### config.mk
export PLATFORM = sky130hd
export DESIGN_NAME = game_control
export DESIGN_NICKNAME = d
export VERILOG_FILES = /design/src/logic/game_pkg.sv /design/src/logic/command_decoder.sv /design/src/logic/command_queue.sv /design/src/logic/debouncer.sv /design/src/logic/game_control.sv /design/src/logic/round_timer.sv /design/src/logic/uart_rx.sv
export SDC_FILE = /design/constraint.sdc
export NUM_CORES = 1
export LEC_CHECK = 0
export BUFFER_PORTS_ARGS = -buffer_cell sky130_fd_sc_hd__buf_2
export CORE_MARGIN = 2
export CORE_UTILIZATION = 56
export DETAILED_ROUTE_END_ITERATION = 10
export HOLD_SLACK_MARGIN = 0.15
export PLACE_DENSITY = 0.81
export SYNTH_ARGS = -nofsm -noshare
export SYNTH_HDL_FRONTEND = slang
export SYNTH_HIERARCHICAL = 1
export SYNTH_SLANG_ARGS = --single-unit
### constraint.sdc
create_clock -name clk -period 2.96 [get_ports clk]
set_input_delay 0.592 -clock clk [delete_from_list [all_inputs] [get_ports clk]]
set_output_delay 0.592 -clock clk [all_outputs]
set_load 0.02 [all_outputs]
### src/logic/game_pkg.sv
package game_pkg;

  localparam int BUTTON_COUNT = 4;
  localparam int SWITCH_COUNT = 4;
  localparam int MASK_WIDTH   = 10; // Playfield columns.

  // Commands handed to the game engine.
  typedef enum logic [3:0] {
    NONE,
    START,
    LEFT,
    RIGHT,
    DOWN,
    DROP,
    ROTATE,
    ROTATE_REV,
    HOLD,
    BAR
  } command_t;

  // Round clock as seen by the engine and the display.
  typedef struct packed {
    logic       active;  // Round running.
    logic       over;    // One-cycle pulse at round end.
    logic [6:0] seconds; // Seconds left.
  } round_status_t;

endpackage

### src/logic/command_decoder.sv
module command_decoder (
  input  logic                                clk,
  input  logic                                reset_n,
  input  logic [7:0]                          rx_byte,
  input  logic                                rx_valid,
  input  logic [game_pkg::BUTTON_COUNT-1:0]   button_press,
  input  logic [game_pkg::SWITCH_COUNT-1:0]   switches,
  input  logic                                round_active,
  input  logic                                gravity_due,
  input  logic                                bar_due,
  output logic                                start_req,
  output game_pkg::command_t                  dec_cmd
);
  import game_pkg::*;

  logic [SWITCH_COUNT-1:0] sw_sync;
  logic [SWITCH_COUNT-1:0] sw_prev;
  logic [SWITCH_COUNT-1:0] sw_toggle;
  logic                    any_input;
  command_t                key_cmd;
  command_t                next_cmd;

  // Case-insensitive keyboard map.
  function automatic command_t map_key(input logic [7:0] key);
    logic [7:0] upper;
    upper = (key >= "a" && key <= "z") ? key - 8'd32 : key;
    case (upper)
      "A":      return LEFT;
      "D":      return RIGHT;
      "S":      return DOWN;
      "W", " ": return DROP;
      "C":      return HOLD;
      "X":      return ROTATE;
      "Z":      return ROTATE_REV;
      "B":      return BAR;
      default:  return NONE;
    endcase
  endfunction

  // Loaded from the pins in reset so a raised switch is no toggle.
  always_ff @(posedge clk) begin
    if (!reset_n) begin
      sw_sync <= switches;
      sw_prev <= switches;
    end else begin
      sw_sync <= switches;
      sw_prev <= sw_sync;
    end
  end

  assign sw_toggle = sw_sync ^ sw_prev;
  assign any_input = rx_valid || |button_press || |sw_toggle;
  assign key_cmd   = map_key(rx_byte);

  // Later assignments win.
  always_comb begin
    next_cmd = NONE;
    if (!round_active) begin
      if (any_input) next_cmd = START;
    end else begin
      if (gravity_due)     next_cmd = DOWN;
      if (bar_due)         next_cmd = BAR;
      if (button_press[0]) next_cmd = RIGHT;
      if (button_press[1]) next_cmd = DOWN;
      if (button_press[2]) next_cmd = ROTATE;
      if (button_press[3]) next_cmd = LEFT;
      if (sw_toggle[0])    next_cmd = DROP;
      if (sw_toggle[1])    next_cmd = HOLD;
      if (sw_toggle[2])    next_cmd = ROTATE_REV;
      if (sw_toggle[3])    next_cmd = BAR;
      if (rx_valid && key_cmd != NONE) next_cmd = key_cmd;
    end
  end

  always_ff @(posedge clk) begin
    if (!reset_n) begin
      dec_cmd   <= NONE;
      start_req <= 1'b0;
    end else begin
      dec_cmd   <= next_cmd;
      start_req <= next_cmd == START;
    end
  end

endmodule

### src/logic/command_queue.sv
module command_queue #(
  parameter int QUEUE_DEPTH = 16,
  parameter int CREDITS     = 4
) (
  input  logic               clk,
  input  logic               reset_n,
  input  game_pkg::command_t in_cmd,
  input  logic               cmd_credit,
  output game_pkg::command_t cmd,
  output logic               cmd_valid
);
  import game_pkg::*;

  localparam int AW  = $clog2(QUEUE_DEPTH);
  localparam int NW  = $clog2(QUEUE_DEPTH + 1);
  localparam int CRW = $clog2(CREDITS + 1);

  command_t       mem [QUEUE_DEPTH];
  logic [AW-1:0]  wr_ptr;
  logic [AW-1:0]  rd_ptr;
  logic [NW-1:0]  count;
  logic [CRW-1:0] credits;
  logic           push, empty, full, has_credit;
  logic           bypass, wr_en, rd_en, send;

  assign push       = in_cmd != NONE;
  assign empty      = count == '0;
  assign full       = count == NW'(QUEUE_DEPTH);
  assign has_credit = credits != '0;
  assign bypass     = empty && push && has_credit; // Skip the FIFO when nothing waits.
  assign rd_en      = !empty && has_credit;
  assign wr_en      = push && !full && !bypass;   // Full queue drops the push.
  assign send       = bypass || rd_en;

  function automatic logic [AW-1:0] next_ptr(input logic [AW-1:0] ptr);
    return (ptr == AW'(QUEUE_DEPTH - 1)) ? '0 : ptr + 1'b1;
  endfunction

  always_ff @(posedge clk) begin
    if (wr_en) mem[wr_ptr] <= in_cmd;
    if (send)  cmd <= bypass ? in_cmd : mem[rd_ptr];
  end

  always_ff @(posedge clk) begin
    if (!reset_n) begin
      wr_ptr    <= '0;
      rd_ptr    <= '0;
      count     <= '0;
      credits   <= CRW'(CREDITS);
      cmd_valid <= 1'b0;
    end else begin
      if (wr_en) wr_ptr <= next_ptr(wr_ptr);
      if (rd_en) rd_ptr <= next_ptr(rd_ptr);
      count     <= count + NW'(wr_en) - NW'(rd_en);
      cmd_valid <= send;
      case ({cmd_credit, send})
        2'b10:   credits <= credits + 1'b1;
        2'b01:   credits <= credits - 1'b1;
        default: credits <= credits;
      endcase
    end
  end

endmodule

### src/logic/debouncer.sv
module debouncer #(
  parameter int DEBOUNCE_CYCLES = 1_000_000
) (
  input  logic clk,
  input  logic reset_n,
  input  logic in,
  output logic press
);
  localparam int CW = $clog2(DEBOUNCE_CYCLES + 1);

  logic [1:0]    in_sync;
  logic          stable;
  logic [CW-1:0] stable_cnt;

  always_ff @(posedge clk) begin
    if (!reset_n) begin
      in_sync    <= '0;
      stable     <= 1'b0;
      stable_cnt <= '0;
      press      <= 1'b0;
    end else begin
      in_sync <= {in_sync[0], in};
      press   <= 1'b0;
      if (in_sync[1] == stable) begin
        stable_cnt <= '0; // Bounce back, start over.
      end else if (stable_cnt == CW'(DEBOUNCE_CYCLES - 1)) begin
        stable     <= in_sync[1];
        stable_cnt <= '0;
        press      <= in_sync[1]; // Only the rising side counts.
      end else begin
        stable_cnt <= stable_cnt + 1'b1;
      end
    end
  end

endmodule

### src/logic/game_control.sv
module game_control #(
  parameter int CLOCK_DIVIDE    = 434,
  parameter int DEBOUNCE_CYCLES = 1_000_000,
  parameter int SEC_TICK        = 50_000_000,
  parameter int ROUND_SECONDS   = 60,
  parameter int GRAVITY_TICK    = 50_000_000,
  parameter int BAR_TICK        = 1_000_000_000,
  parameter int QUEUE_DEPTH     = 16,
  parameter int CREDITS         = 4
) (
  input  logic                              clk,
  input  logic                              reset_n,
  input  logic [31:0]                       rng,
  input  logic [game_pkg::BUTTON_COUNT-1:0] buttons,
  input  logic [game_pkg::SWITCH_COUNT-1:0] switches,
  input  logic                              uart_rx,
  input  logic                              game_end,
  input  logic                              cmd_credit,
  output game_pkg::command_t                cmd,
  output logic                              cmd_valid,
  output game_pkg::round_status_t           status,
  output logic [game_pkg::MASK_WIDTH-1:0]   hole_mask
);
  import game_pkg::*;

  logic [7:0]              rx_byte;
  logic                    rx_valid;
  logic [BUTTON_COUNT-1:0] button_press;
  logic                    gravity_due;
  logic                    bar_due;
  logic                    start_req;
  command_t                dec_cmd;

  uart_rx #(.CLOCK_DIVIDE(CLOCK_DIVIDE)) i_uart_rx (
    .clk(clk), .reset_n(reset_n), .rx(uart_rx), .rx_byte(rx_byte), .rx_valid(rx_valid)
  );

  for (genvar i = 0; i < BUTTON_COUNT; i++) begin : g_button
    debouncer #(.DEBOUNCE_CYCLES(DEBOUNCE_CYCLES)) i_debouncer (
      .clk(clk), .reset_n(reset_n), .in(buttons[i]), .press(button_press[i])
    );
  end

  command_decoder i_command_decoder (
    .clk(clk), .reset_n(reset_n), .rx_byte(rx_byte), .rx_valid(rx_valid),
    .button_press(button_press), .switches(switches), .round_active(status.active),
    .gravity_due(gravity_due), .bar_due(bar_due), .start_req(start_req), .dec_cmd(dec_cmd)
  );

  round_timer #(
    .SEC_TICK(SEC_TICK), .ROUND_SECONDS(ROUND_SECONDS),
    .GRAVITY_TICK(GRAVITY_TICK), .BAR_TICK(BAR_TICK)
  ) i_round_timer (
    .clk(clk), .reset_n(reset_n), .rng(rng), .start_req(start_req), .game_end(game_end),
    .dec_cmd(dec_cmd), .status(status), .gravity_due(gravity_due), .bar_due(bar_due),
    .hole_mask(hole_mask)
  );

  command_queue #(.QUEUE_DEPTH(QUEUE_DEPTH), .CREDITS(CREDITS)) i_command_queue (
    .clk(clk), .reset_n(reset_n), .in_cmd(dec_cmd), .cmd_credit(cmd_credit),
    .cmd(cmd), .cmd_valid(cmd_valid)
  );

endmodule

### src/logic/round_timer.sv
module round_timer #(
  parameter int SEC_TICK      = 50_000_000,
  parameter int ROUND_SECONDS = 60,
  parameter int GRAVITY_TICK  = 50_000_000,
  parameter int BAR_TICK      = 1_000_000_000
) (
  input  logic                               clk,
  input  logic                               reset_n,
  input  logic [31:0]                        rng,
  input  logic                               start_req,
  input  logic                               game_end,
  input  game_pkg::command_t                 dec_cmd,
  output game_pkg::round_status_t            status,
  output logic                               gravity_due,
  output logic                               bar_due,
  output logic [game_pkg::MASK_WIDTH-1:0]    hole_mask
);
  import game_pkg::*;

  localparam int SW = $clog2(SEC_TICK);
  localparam int GW = $clog2(GRAVITY_TICK) + 2;
  localparam int BW = $clog2(BAR_TICK) + 4; // Headroom while commands are held off.

  logic [SW-1:0] sec_cnt;
  logic [GW-1:0] grav_acc;
  logic [BW-1:0] bar_acc;
  logic          sec_tick;
  logic          round_end;

  assign sec_tick  = sec_cnt == SW'(SEC_TICK - 1);
  assign round_end = status.active && status.seconds == '0 && game_end;

  // Masked while the command is in flight so each crossing gives one command.
  assign gravity_due = grav_acc >= GW'(GRAVITY_TICK) && dec_cmd != DOWN;
  assign bar_due     = bar_acc >= BW'(BAR_TICK) && dec_cmd != BAR;

  always_ff @(posedge clk) begin
    if (!reset_n) begin
      status.active  <= 1'b0;
      status.over    <= 1'b0;
      status.seconds <= 7'(ROUND_SECONDS);
    end else begin
      status.over <= round_end;
      if (round_end) begin
        status.active <= 1'b0;
      end else if (start_req && !status.active) begin
        status.active  <= 1'b1;
        status.seconds <= 7'(ROUND_SECONDS);
      end else if (status.active && sec_tick && status.seconds != '0) begin
        status.seconds <= status.seconds - 1'b1;
      end
    end
  end

  always_ff @(posedge clk) begin
    if (!reset_n || !status.active) sec_cnt <= '0;
    else if (sec_tick)              sec_cnt <= '0;
    else                            sec_cnt <= sec_cnt + 1'b1;
  end

  always_ff @(posedge clk) begin
    if (!reset_n || !status.active) begin
      grav_acc <= '0;
    end else if (dec_cmd == DOWN) begin
      grav_acc <= (grav_acc >= GW'(GRAVITY_TICK)) ? grav_acc - GW'(GRAVITY_TICK) : '0;
    end else begin
      grav_acc <= grav_acc + 1'b1;
    end
  end

  // Random growth, zero to seven per cycle.
  always_ff @(posedge clk) begin
    if (!reset_n || !status.active) begin
      bar_acc <= '0;
    end else if (dec_cmd == BAR) begin
      bar_acc <= (bar_acc >= BW'(BAR_TICK)) ? bar_acc - BW'(BAR_TICK) : '0;
    end else begin
      bar_acc <= bar_acc + BW'(rng[22:20]);
    end
  end

  always_ff @(posedge clk) begin
    if (!reset_n) hole_mask <= '0;
    else hole_mask <= (rng[19:16] < MASK_WIDTH) ? MASK_WIDTH'(1) << rng[19:16] : '0;
  end

endmodule

### src/logic/uart_rx.sv
module uart_rx #(
  parameter int CLOCK_DIVIDE = 434
) (
  input  logic       clk,
  input  logic       reset_n,
  input  logic       rx,
  output logic [7:0] rx_byte,
  output logic       rx_valid
);
  typedef enum logic [1:0] {IDLE, START_BIT, DATA_BITS, STOP_BIT} rx_state_t;

  localparam int CW = $clog2(CLOCK_DIVIDE);

  rx_state_t     state;
  logic [CW-1:0] div_cnt;
  logic [2:0]    bit_idx;
  logic [1:0]    rx_sync;
  logic          bit_end;

  assign bit_end = div_cnt == CW'(CLOCK_DIVIDE - 1); // Middle of a data or stop bit.

  always_ff @(posedge clk) begin
    if (!reset_n) begin
      rx_sync  <= 2'b11; // Line idles high.
      state    <= IDLE;
      div_cnt  <= '0;
      bit_idx  <= '0;
      rx_valid <= 1'b0;
    end else begin
      rx_sync  <= {rx_sync[0], rx};
      rx_valid <= 1'b0;
      case (state)
        IDLE: begin
          div_cnt <= '0;
          if (!rx_sync[1]) state <= START_BIT;
        end
        START_BIT: begin
          if (div_cnt == CW'(CLOCK_DIVIDE / 2 - 1)) begin
            div_cnt <= '0;
            bit_idx <= '0;
            state   <= rx_sync[1] ? IDLE : DATA_BITS; // High again means a glitch.
          end else begin
            div_cnt <= div_cnt + 1'b1;
          end
        end
        DATA_BITS: begin
          if (bit_end) begin
            div_cnt <= '0;
            bit_idx <= bit_idx + 1'b1;
            if (bit_idx == 3'd7) state <= STOP_BIT;
          end else begin
            div_cnt <= div_cnt + 1'b1;
          end
        end
        default: begin
          if (bit_end) begin
            state    <= IDLE;
            rx_valid <= rx_sync[1]; // Framing error drops the byte.
          end else begin
            div_cnt <= div_cnt + 1'b1;
          end
        end
      endcase
    end
  end

  // LSB first.
  always_ff @(posedge clk) begin
    if (state == DATA_BITS && bit_end) rx_byte <= {rx_sync[1], rx_byte[7:1]};
  end

endmodule

## After elaboration in Yosys (flattened, before gate mapping)

Memory sizes are Yosys's and may differ from the RTL's. A register that Yosys moved wholly into a read port is not among the register bits.
Index checks and enable logic that the tools add are counted.

| operators by class | value |
|---|---|
| reduce and logical (&&, ||, !) cells | 57 |
| shift-type cells | 1 |
| multiplexer cells | 44 |
| equal/unequal tests | 38 |
| magnitude comparators | 5 |
| bitwise operators | 12 |
| add/subtract/negate cells | 19 |

Operators by type and width:

| kind | number |
|---|---|
| $add A20 B1 Y20 const B | 4 |
| $eq A20 B20 Y1 const B | 4 |
| $mux W34 | 2 |
| $mux W4 | 17 |
| $eq A8 B7 Y1 const B | 8 |
| $mux W28 | 2 |
| $add A34 B3 Y34 | 1 |
| $ge A34 B30 Y1 const B | 1 |
| $sub A34 B30 Y34 const B | 1 |
| $pmux W4 S8 | 1 |
| $add A28 B1 Y28 const B | 1 |
| $ge A28 B26 Y1 const B | 1 |
| $sub A28 B26 Y28 const B | 1 |
| $mux W9 | 3 |
| $pmux W9 S3 | 1 |
| $add A26 B1 Y26 const B | 1 |
| $eq A26 B26 Y1 const B | 1 |
| $reduce_or A3 Y1 | 8 |
| $logic_and A1 B1 Y1 | 15 |
| $mux W7 | 2 |
| $eq A4 B4 Y1 const B | 3 |
| $mux W2 | 6 |
| $pmux W3 S2 | 2 |
| $reduce_and A2 Y1 | 6 |
| other kinds (46) | 84 |

| word-level totals | value |
|---|---|
| input port bits | 45 |
| output and inout bits | 24 |
| logic and storage cells | 216 |
| memory bits (writable) | 64 |
| bits in registers | 262 |
| memories kept | 1 |

Memory list:

| name | words | width | rd ports | clocked after Yosys merged registers in | write ports | line | text |
|---|---|---|---|---|---|---|---|
| i_command_queue.mem | 16 | 4 | 1 | 1 | 1 | command_queue.sv:18 | `command_t mem [QUEUE_DEPTH];` |

## Longest topological paths before layout

| depth | value |
|---|---|
| word-level depth | 15 |
| mapped depth | 16 |
| gate-level depth less buffers | 14 |

## By module

Netlist, hierarchy kept.

By module, submodules not included:

| module | cells an instance | times used | seq. area each (sq um) | area an instance (sq um) |
|---|---|---|---|---|
| round_timer | 772 | 1 | 2142.1 | 6198.4 |
| debouncer | 118 | 4 | 480.5 | 1078.5 |
| command_queue | 247 | 1 | 2462.4 | 3824.9 |
| uart_rx | 113 | 1 | 580.6 | 1234.9 |
| command_decoder | 109 | 1 | 260.2 | 889.6 |

## Worst setup path before layout

OpenSTA, ideal clock, no wires.

| timing | value |
|---|---|
| kind | reg2reg |
| from | register i_command_decoder.dec_cmd[0] |
| to | register i_command_queue.count[4] |
| path slack | 0.046 ns |
| buffers on the path | 2 |
| data required time | 2.839 ns |
| setup time | 0.121 ns |
| cell stages (with the launch flop) | 15 |
| clock period less this slack | 2.914 ns |
| arrival | 2.793 ns |
| cells stage by stage | dfxtp_1 > or4_1 > o21a_1 > buf_2 > clkbuf_2 > inv_1 > ha_1 > inv_1 > ha_1 > inv_1 > fa_1 > nand2b_1 > a21oi_1 > o21ai_0 > nor3b_1 |

| on the way | value |
|---|---|
| longest elaborated chain between the ends | 7 |
| elaborated cells between the ends (all ways) | 8 |
| classes of those cells | add/sub: 2; reduce/logical: 6 |

RTL lines:

| what | line | text |
|---|---|---|
| start: declaration | command_decoder.sv:12 | `output game_pkg::command_t dec_cmd` |
| start signal: assignment | command_decoder.sv:80 | `dec_cmd <= next_cmd;` |
| $reduce_bool A4 Y1 (*) | command_queue.sv:26 | `assign push = in_cmd != NONE;` |
| $logic_and A1 B1 Y1 (2 in a row) | command_queue.sv:30 | `assign bypass = empty && push && has_credit;` |
| $logic_not A1 Y1 | command_queue.sv:32 | `assign wr_en = push && !full && !bypass;` |
| $logic_and A1 B1 Y1 (*) | command_queue.sv:32 |  |
| $add A5 B1 Y5 (*) | command_queue.sv:54 | `count <= count + NW'(wr_en) - NW'(rd_en);` |
| $sub A5 B1 Y5 (*) | command_queue.sv:54 |  |
| end signal: assignment | command_queue.sv:54 |  |
| end: declaration | command_queue.sv:21 | `logic [NW-1:0] count;` |

Every way passes the cells marked *; elsewhere a longest branch is shown, timed or not.
A chain may end at the register's enable or synchronous reset.

## Worst setup path after layout

| timing | value |
|---|---|
| from | register i_round_timer.bar_acc[26] |
| to | register i_command_decoder.start_req |

| on the way | value |
|---|---|
| longest elaborated chain between the ends | 14 |

RTL lines:

| what | line | text |
|---|---|---|
| start: declaration | round_timer.sv:26 | `logic [BW-1:0] bar_acc;` |
| start signal: assignment | round_timer.sv:76 | `bar_acc <= (bar_acc >= BW'(BAR_TICK)) ? bar_acc - BW'(BAR_TICK) : '0;` |
| start signal: assignment | round_timer.sv:78 | `bar_acc <= bar_acc + BW'(rng[22:20]);` |
| $ge A34 B30 Y1 | round_timer.sv:35 | `assign bar_due = bar_acc >= BW'(BAR_TICK) && dec_cmd != BAR;` |
| $logic_and A1 B1 Y1 | round_timer.sv:35 |  |
| named net bar_due | game_control.sv:30 | `logic bar_due;` |
| $mux W4 | command_decoder.sv:62 | `if (bar_due) next_cmd = BAR;` |
| $mux W4 | command_decoder.sv:63 | `if (button_press[0]) next_cmd = RIGHT;` |
| $mux W4 | command_decoder.sv:64 | `if (button_press[1]) next_cmd = DOWN;` |
| $mux W4 | command_decoder.sv:65 | `if (button_press[2]) next_cmd = ROTATE;` |
| $mux W4 | command_decoder.sv:66 | `if (button_press[3]) next_cmd = LEFT;` |
| $mux W4 | command_decoder.sv:67 | `if (sw_toggle[0]) next_cmd = DROP;` |
| $mux W4 | command_decoder.sv:68 | `if (sw_toggle[1]) next_cmd = HOLD;` |
| $mux W4 | command_decoder.sv:69 | `if (sw_toggle[2]) next_cmd = ROTATE_REV;` |
| $mux W4 | command_decoder.sv:70 | `if (sw_toggle[3]) next_cmd = BAR;` |
| $mux W4 | command_decoder.sv:71 | `if (rx_valid && key_cmd != NONE) next_cmd = key_cmd;` |
| $mux W4 | command_decoder.sv:58 | `if (!round_active) begin` |
| $eq A4 B1 Y1 | command_decoder.sv:81 | `start_req <= next_cmd == START;` |
| end signal: assignment | command_decoder.sv:78 | `start_req <= 1'b0;` |
| end signal: assignment | command_decoder.sv:81 |  |
| end: declaration | command_decoder.sv:11 | `output logic start_req,` |

The timed path passes the listed nets, and every way through them passes these cells.

==> reports/qor.yml <==
period_minus_slack_ns: 2.87
h-tree-depth: 2
grt_overflow: 0
post_drt_wl_per_cell_um: 16.5
via_per_inst: 6.05
ys.flop_type: "dfxtp_1"
netlist_instances: 1713
required_ns: 3.36
die_h_um: 175
wirelength_um: 36100
area_growth_pct: 12.7
io_buffers: 43
gp_routability_congestion: 0.901
fmaxAchievable_mhz: 348
tightest_slew_ns: 0.947
synth_fp_nets: 1798
fill_cells: 2315
worstSetupStartpointType: "register"
async_reset_ff_share_pct: 0
dr.pass1.iters: 6
antenna_cells: 0
synth_area_sq_um: 16500
fin_skew_ns: 0.0206
cp-startpoint: "i_round_timer/bar_acc[26]$_SDFF_PP0_"
start_util_pct: 57.0
rr_endpoint: "i_command_decoder/start_req$_SDFF_PN0_"
reg2reg_slack_ns: 0.09
drt-initial-drc-count: 1184
crit_chain: "nand4b_1 > or4_4 > or4_4 > a21oi_4 > nor2_1 > a211oi_1 > nor2_1 > o31ai_2 > o211ai_1 > a2111oi_2"
postRouteAntennaNets: 0
hold_depth: 1
grt_start_max_net_pins: 39
nets: 1868
num_rows: 62
cts_sinks: 330
grt_pass1_vias: 13100
crit_path_end_kind: "register"
clockBufferDepth: 3
cp_slowest_stage_delay_ns: 0.52
ys_warn_count: 6
power.density_nw_per_um2: 609
finish.utilization_pct: 64.3
timing.slew.headroom_pct: 36.3
leakage_uw: 0.00647
ys_seq_elements: 330
holdPathEnd: "i_command_decoder/sw_sync[1]$_DFF_P_"
timing.rr.start: "i_round_timer/bar_acc[26]$_SDFF_PP0_"
antenna_found_initial: 0
outcome: "completed"
die_w_um: 175
synth-seq-area-share_pct: 44.8
root_buffer: "clkbuf_16"
yosysUniqueCellTypes: 106
grtUsageTotal_pct: 23.5
vias: 13300
path_class: "register to register"
io_pins: 69
worstHoldStart: "switches[1]"
crit_fanout: 2
grt_pass1_wl_um: 61600
layout-drive-gt1-share_pct: 14.0
syn_area_per_cell_sq_um: 9.61
hpwlAfterDp_um: 24300
final_area_sq_um: 18600
die_area_sq_um: 30800
placed_area_sq_um: 17300
placed_cells: 2129
slew_viol_final: 0
clk_latency_ns: 0.52
core_area_sq_um: 28900
holdBufCountCts: 0
cts_buffers: 35
path_clk_slew_ns: 0.06
drc_errors: 0
reg2reg_depth: 10
hold_viol_final: 0
cp.arrival_ns: 3.27
cap_violations: 0
synth_edf_count: 76
hp-class: "input pin to register"
final_cells: 2194
irDropWorstVdd_v: 0.000404
cp_slowest_cell: "or4_4"
period_share_pct: 97.0
finalSetupViolations: 0
cts_tree: "yes"
-- power breakdown --
part           total (uW)  internal [uW]  leakage [uW]  switching [uW]
clock                4670           2870      0.000627            1800
sequential           4990           4830       0.00278             162
combinational        1630            734       0.00306             897
total               11300           8440       0.00647            2860
-- timing repair --
action / CTS / global route
endpoints found under the setup margin: 1 / 2
pin swaps: 2 / 5
gates resized for setup: 2 / 6
setup buffers: 0 / 1
-- how the worst max path moves through the flow --
stage                                             endpoint  slack (ns)  depth (start not counted)
floorplan              i_command_queue/count[4]$_SDFF_PN0_        0.05                         14
global placement    i_command_decoder/start_req$_SDFF_PN0_       0.004                         10
detailed placement  i_command_decoder/start_req$_SDFF_PN0_       -0.03                         10
CTS                 i_command_decoder/start_req$_SDFF_PN0_       0.006                         10
global route        i_command_decoder/start_req$_SDFF_PN0_      -0.008                         10
finish              i_command_decoder/start_req$_SDFF_PN0_        0.09                         10
-- state kept, by name, indices dropped and copies added (netlist names), 5 cells and up, named ones only --
signal	count
i_round_timer/hole_mask	10
i_round_timer/bar_acc	34
i_round_timer/status	9
g_button.i_debouncer/in_sync	8
i_round_timer/grav_acc	28
i_command_queue/mem	64
i_uart_rx/rx_byte	8
i_command_queue/count	5
i_round_timer/sec_cnt	26
i_uart_rx/div_cnt	9
g_button.i_debouncer/stable_cnt	80
-- critical path, delay by kind of cell (launching register included) --
family,cells,cell delay (ns)
DFF,1,0.31
AOI/OAI and AO/OA,5,1.09
and+or+nand+nor,5,1.35
-- synth_stat cells (all sizes together), types with 12 or more instances --
cell type	n	area share [%]
a211oi	22	1.1
xnor2	74	3.9
and2	26	0.99
a221oi	18	1.1
nor3	74	2.3
a31oi	19	0.72
clkbuf	49	1.2
o21ai	43	1.3
edfxtp	76	14
o31ai	19	1.2
or3	16	0.62
nand3	66	2.2
nor4	37	1.6
and4	12	0.64
nand2	112	2.6
and3	45	1.7
a21oi	80	2.5
inv	70	1.6
dfxtp	254	31
buf	24	1.1
nand4	45	2.1
mux4	16	2.3
xor2	46	2.4
or4	18	0.96
mux2i	17	1.0
ha	37	2.8
nor2	195	4.4
-- per-stage QoR --
stage | hold WS, ns | worst slack, ns | TNS, ns | total power (uW)
after global routing | 0.182 | -0.00848 | -0.00848 | 11800
after CTS | 0.174 | 0.00648 | 0 | 11300
final | 0.185 | 0.0898 | 0 | 11300
after detailed placement | 0.417 | -0.0308 | -0.0308 | 6670
after global placement | 0.407 | 0.00377 | 0 | 6580
after floorplan | 0.386 | 0.0458 | 0 | 6280
-- routing by layer --
metal / GRT usage [%] / vias up / wire (um)
li1: - / 6453 / -
met1: 30.4 / 6443 / 15900
met2: 41.1 / 325 / 17900
met3: 3.07 / 62 / 1540
met4: 7.16 / 0 / 767
met5: 0 / - / 0
-- cell type report --
cell class,count,area (sq um),share of cell area [%]
tap,384,480,2.59
multi-input combinational,1239,8490,45.8
clock inverter,20,241,1.30
clock buffer,44,1010,5.46
sequential,330,7370,39.7
timing repair buffer,107,696,3.75
inverter,70,263,1.42
-- layout by cell type (no fill, tap or decap), types with 13 or more instances in the layout --
cell type    n
dfxtp_1    254
nor2_1     195
nand2_1    112
a21oi_1     77
edfxtp_1    76
xnor2_1     74
nor3_1      73
inv_1       69
buf_4       64
nand3_1     61
xor2_1      46
and3_1      45
buf_2       43
nand4_1     41
clkbuf_16   37
ha_1        37
o21ai_0     37
nor4_1      34
and2_1      26
a211oi_1    20
a31oi_1     19
mux2i_1     17
or3_1       15
a221oi_1    14
o31ai_1     13
-- cells by family (layout without fill, tap and decap cells) --
| family | after synthesis | in the layout | share of synthesized area [%] |
|---|---|---|---|
| AO/OA/AOI/OAI | 322 | 322 | 14.4 |
| XOR/XNOR | 120 | 120 | 6.38 |
| adder cells (fa/ha/maj) | 40 | 40 | 3.18 |
| buffers and inverters | 144 | 241 | 4.01 |
| flip-flops | 330 | 330 | 44.8 |
| multiplexers | 37 | 37 | 3.61 |
| AND/OR/NAND/NOR | 720 | 720 | 23.7 |
Power figures use the tool's default switching activity.
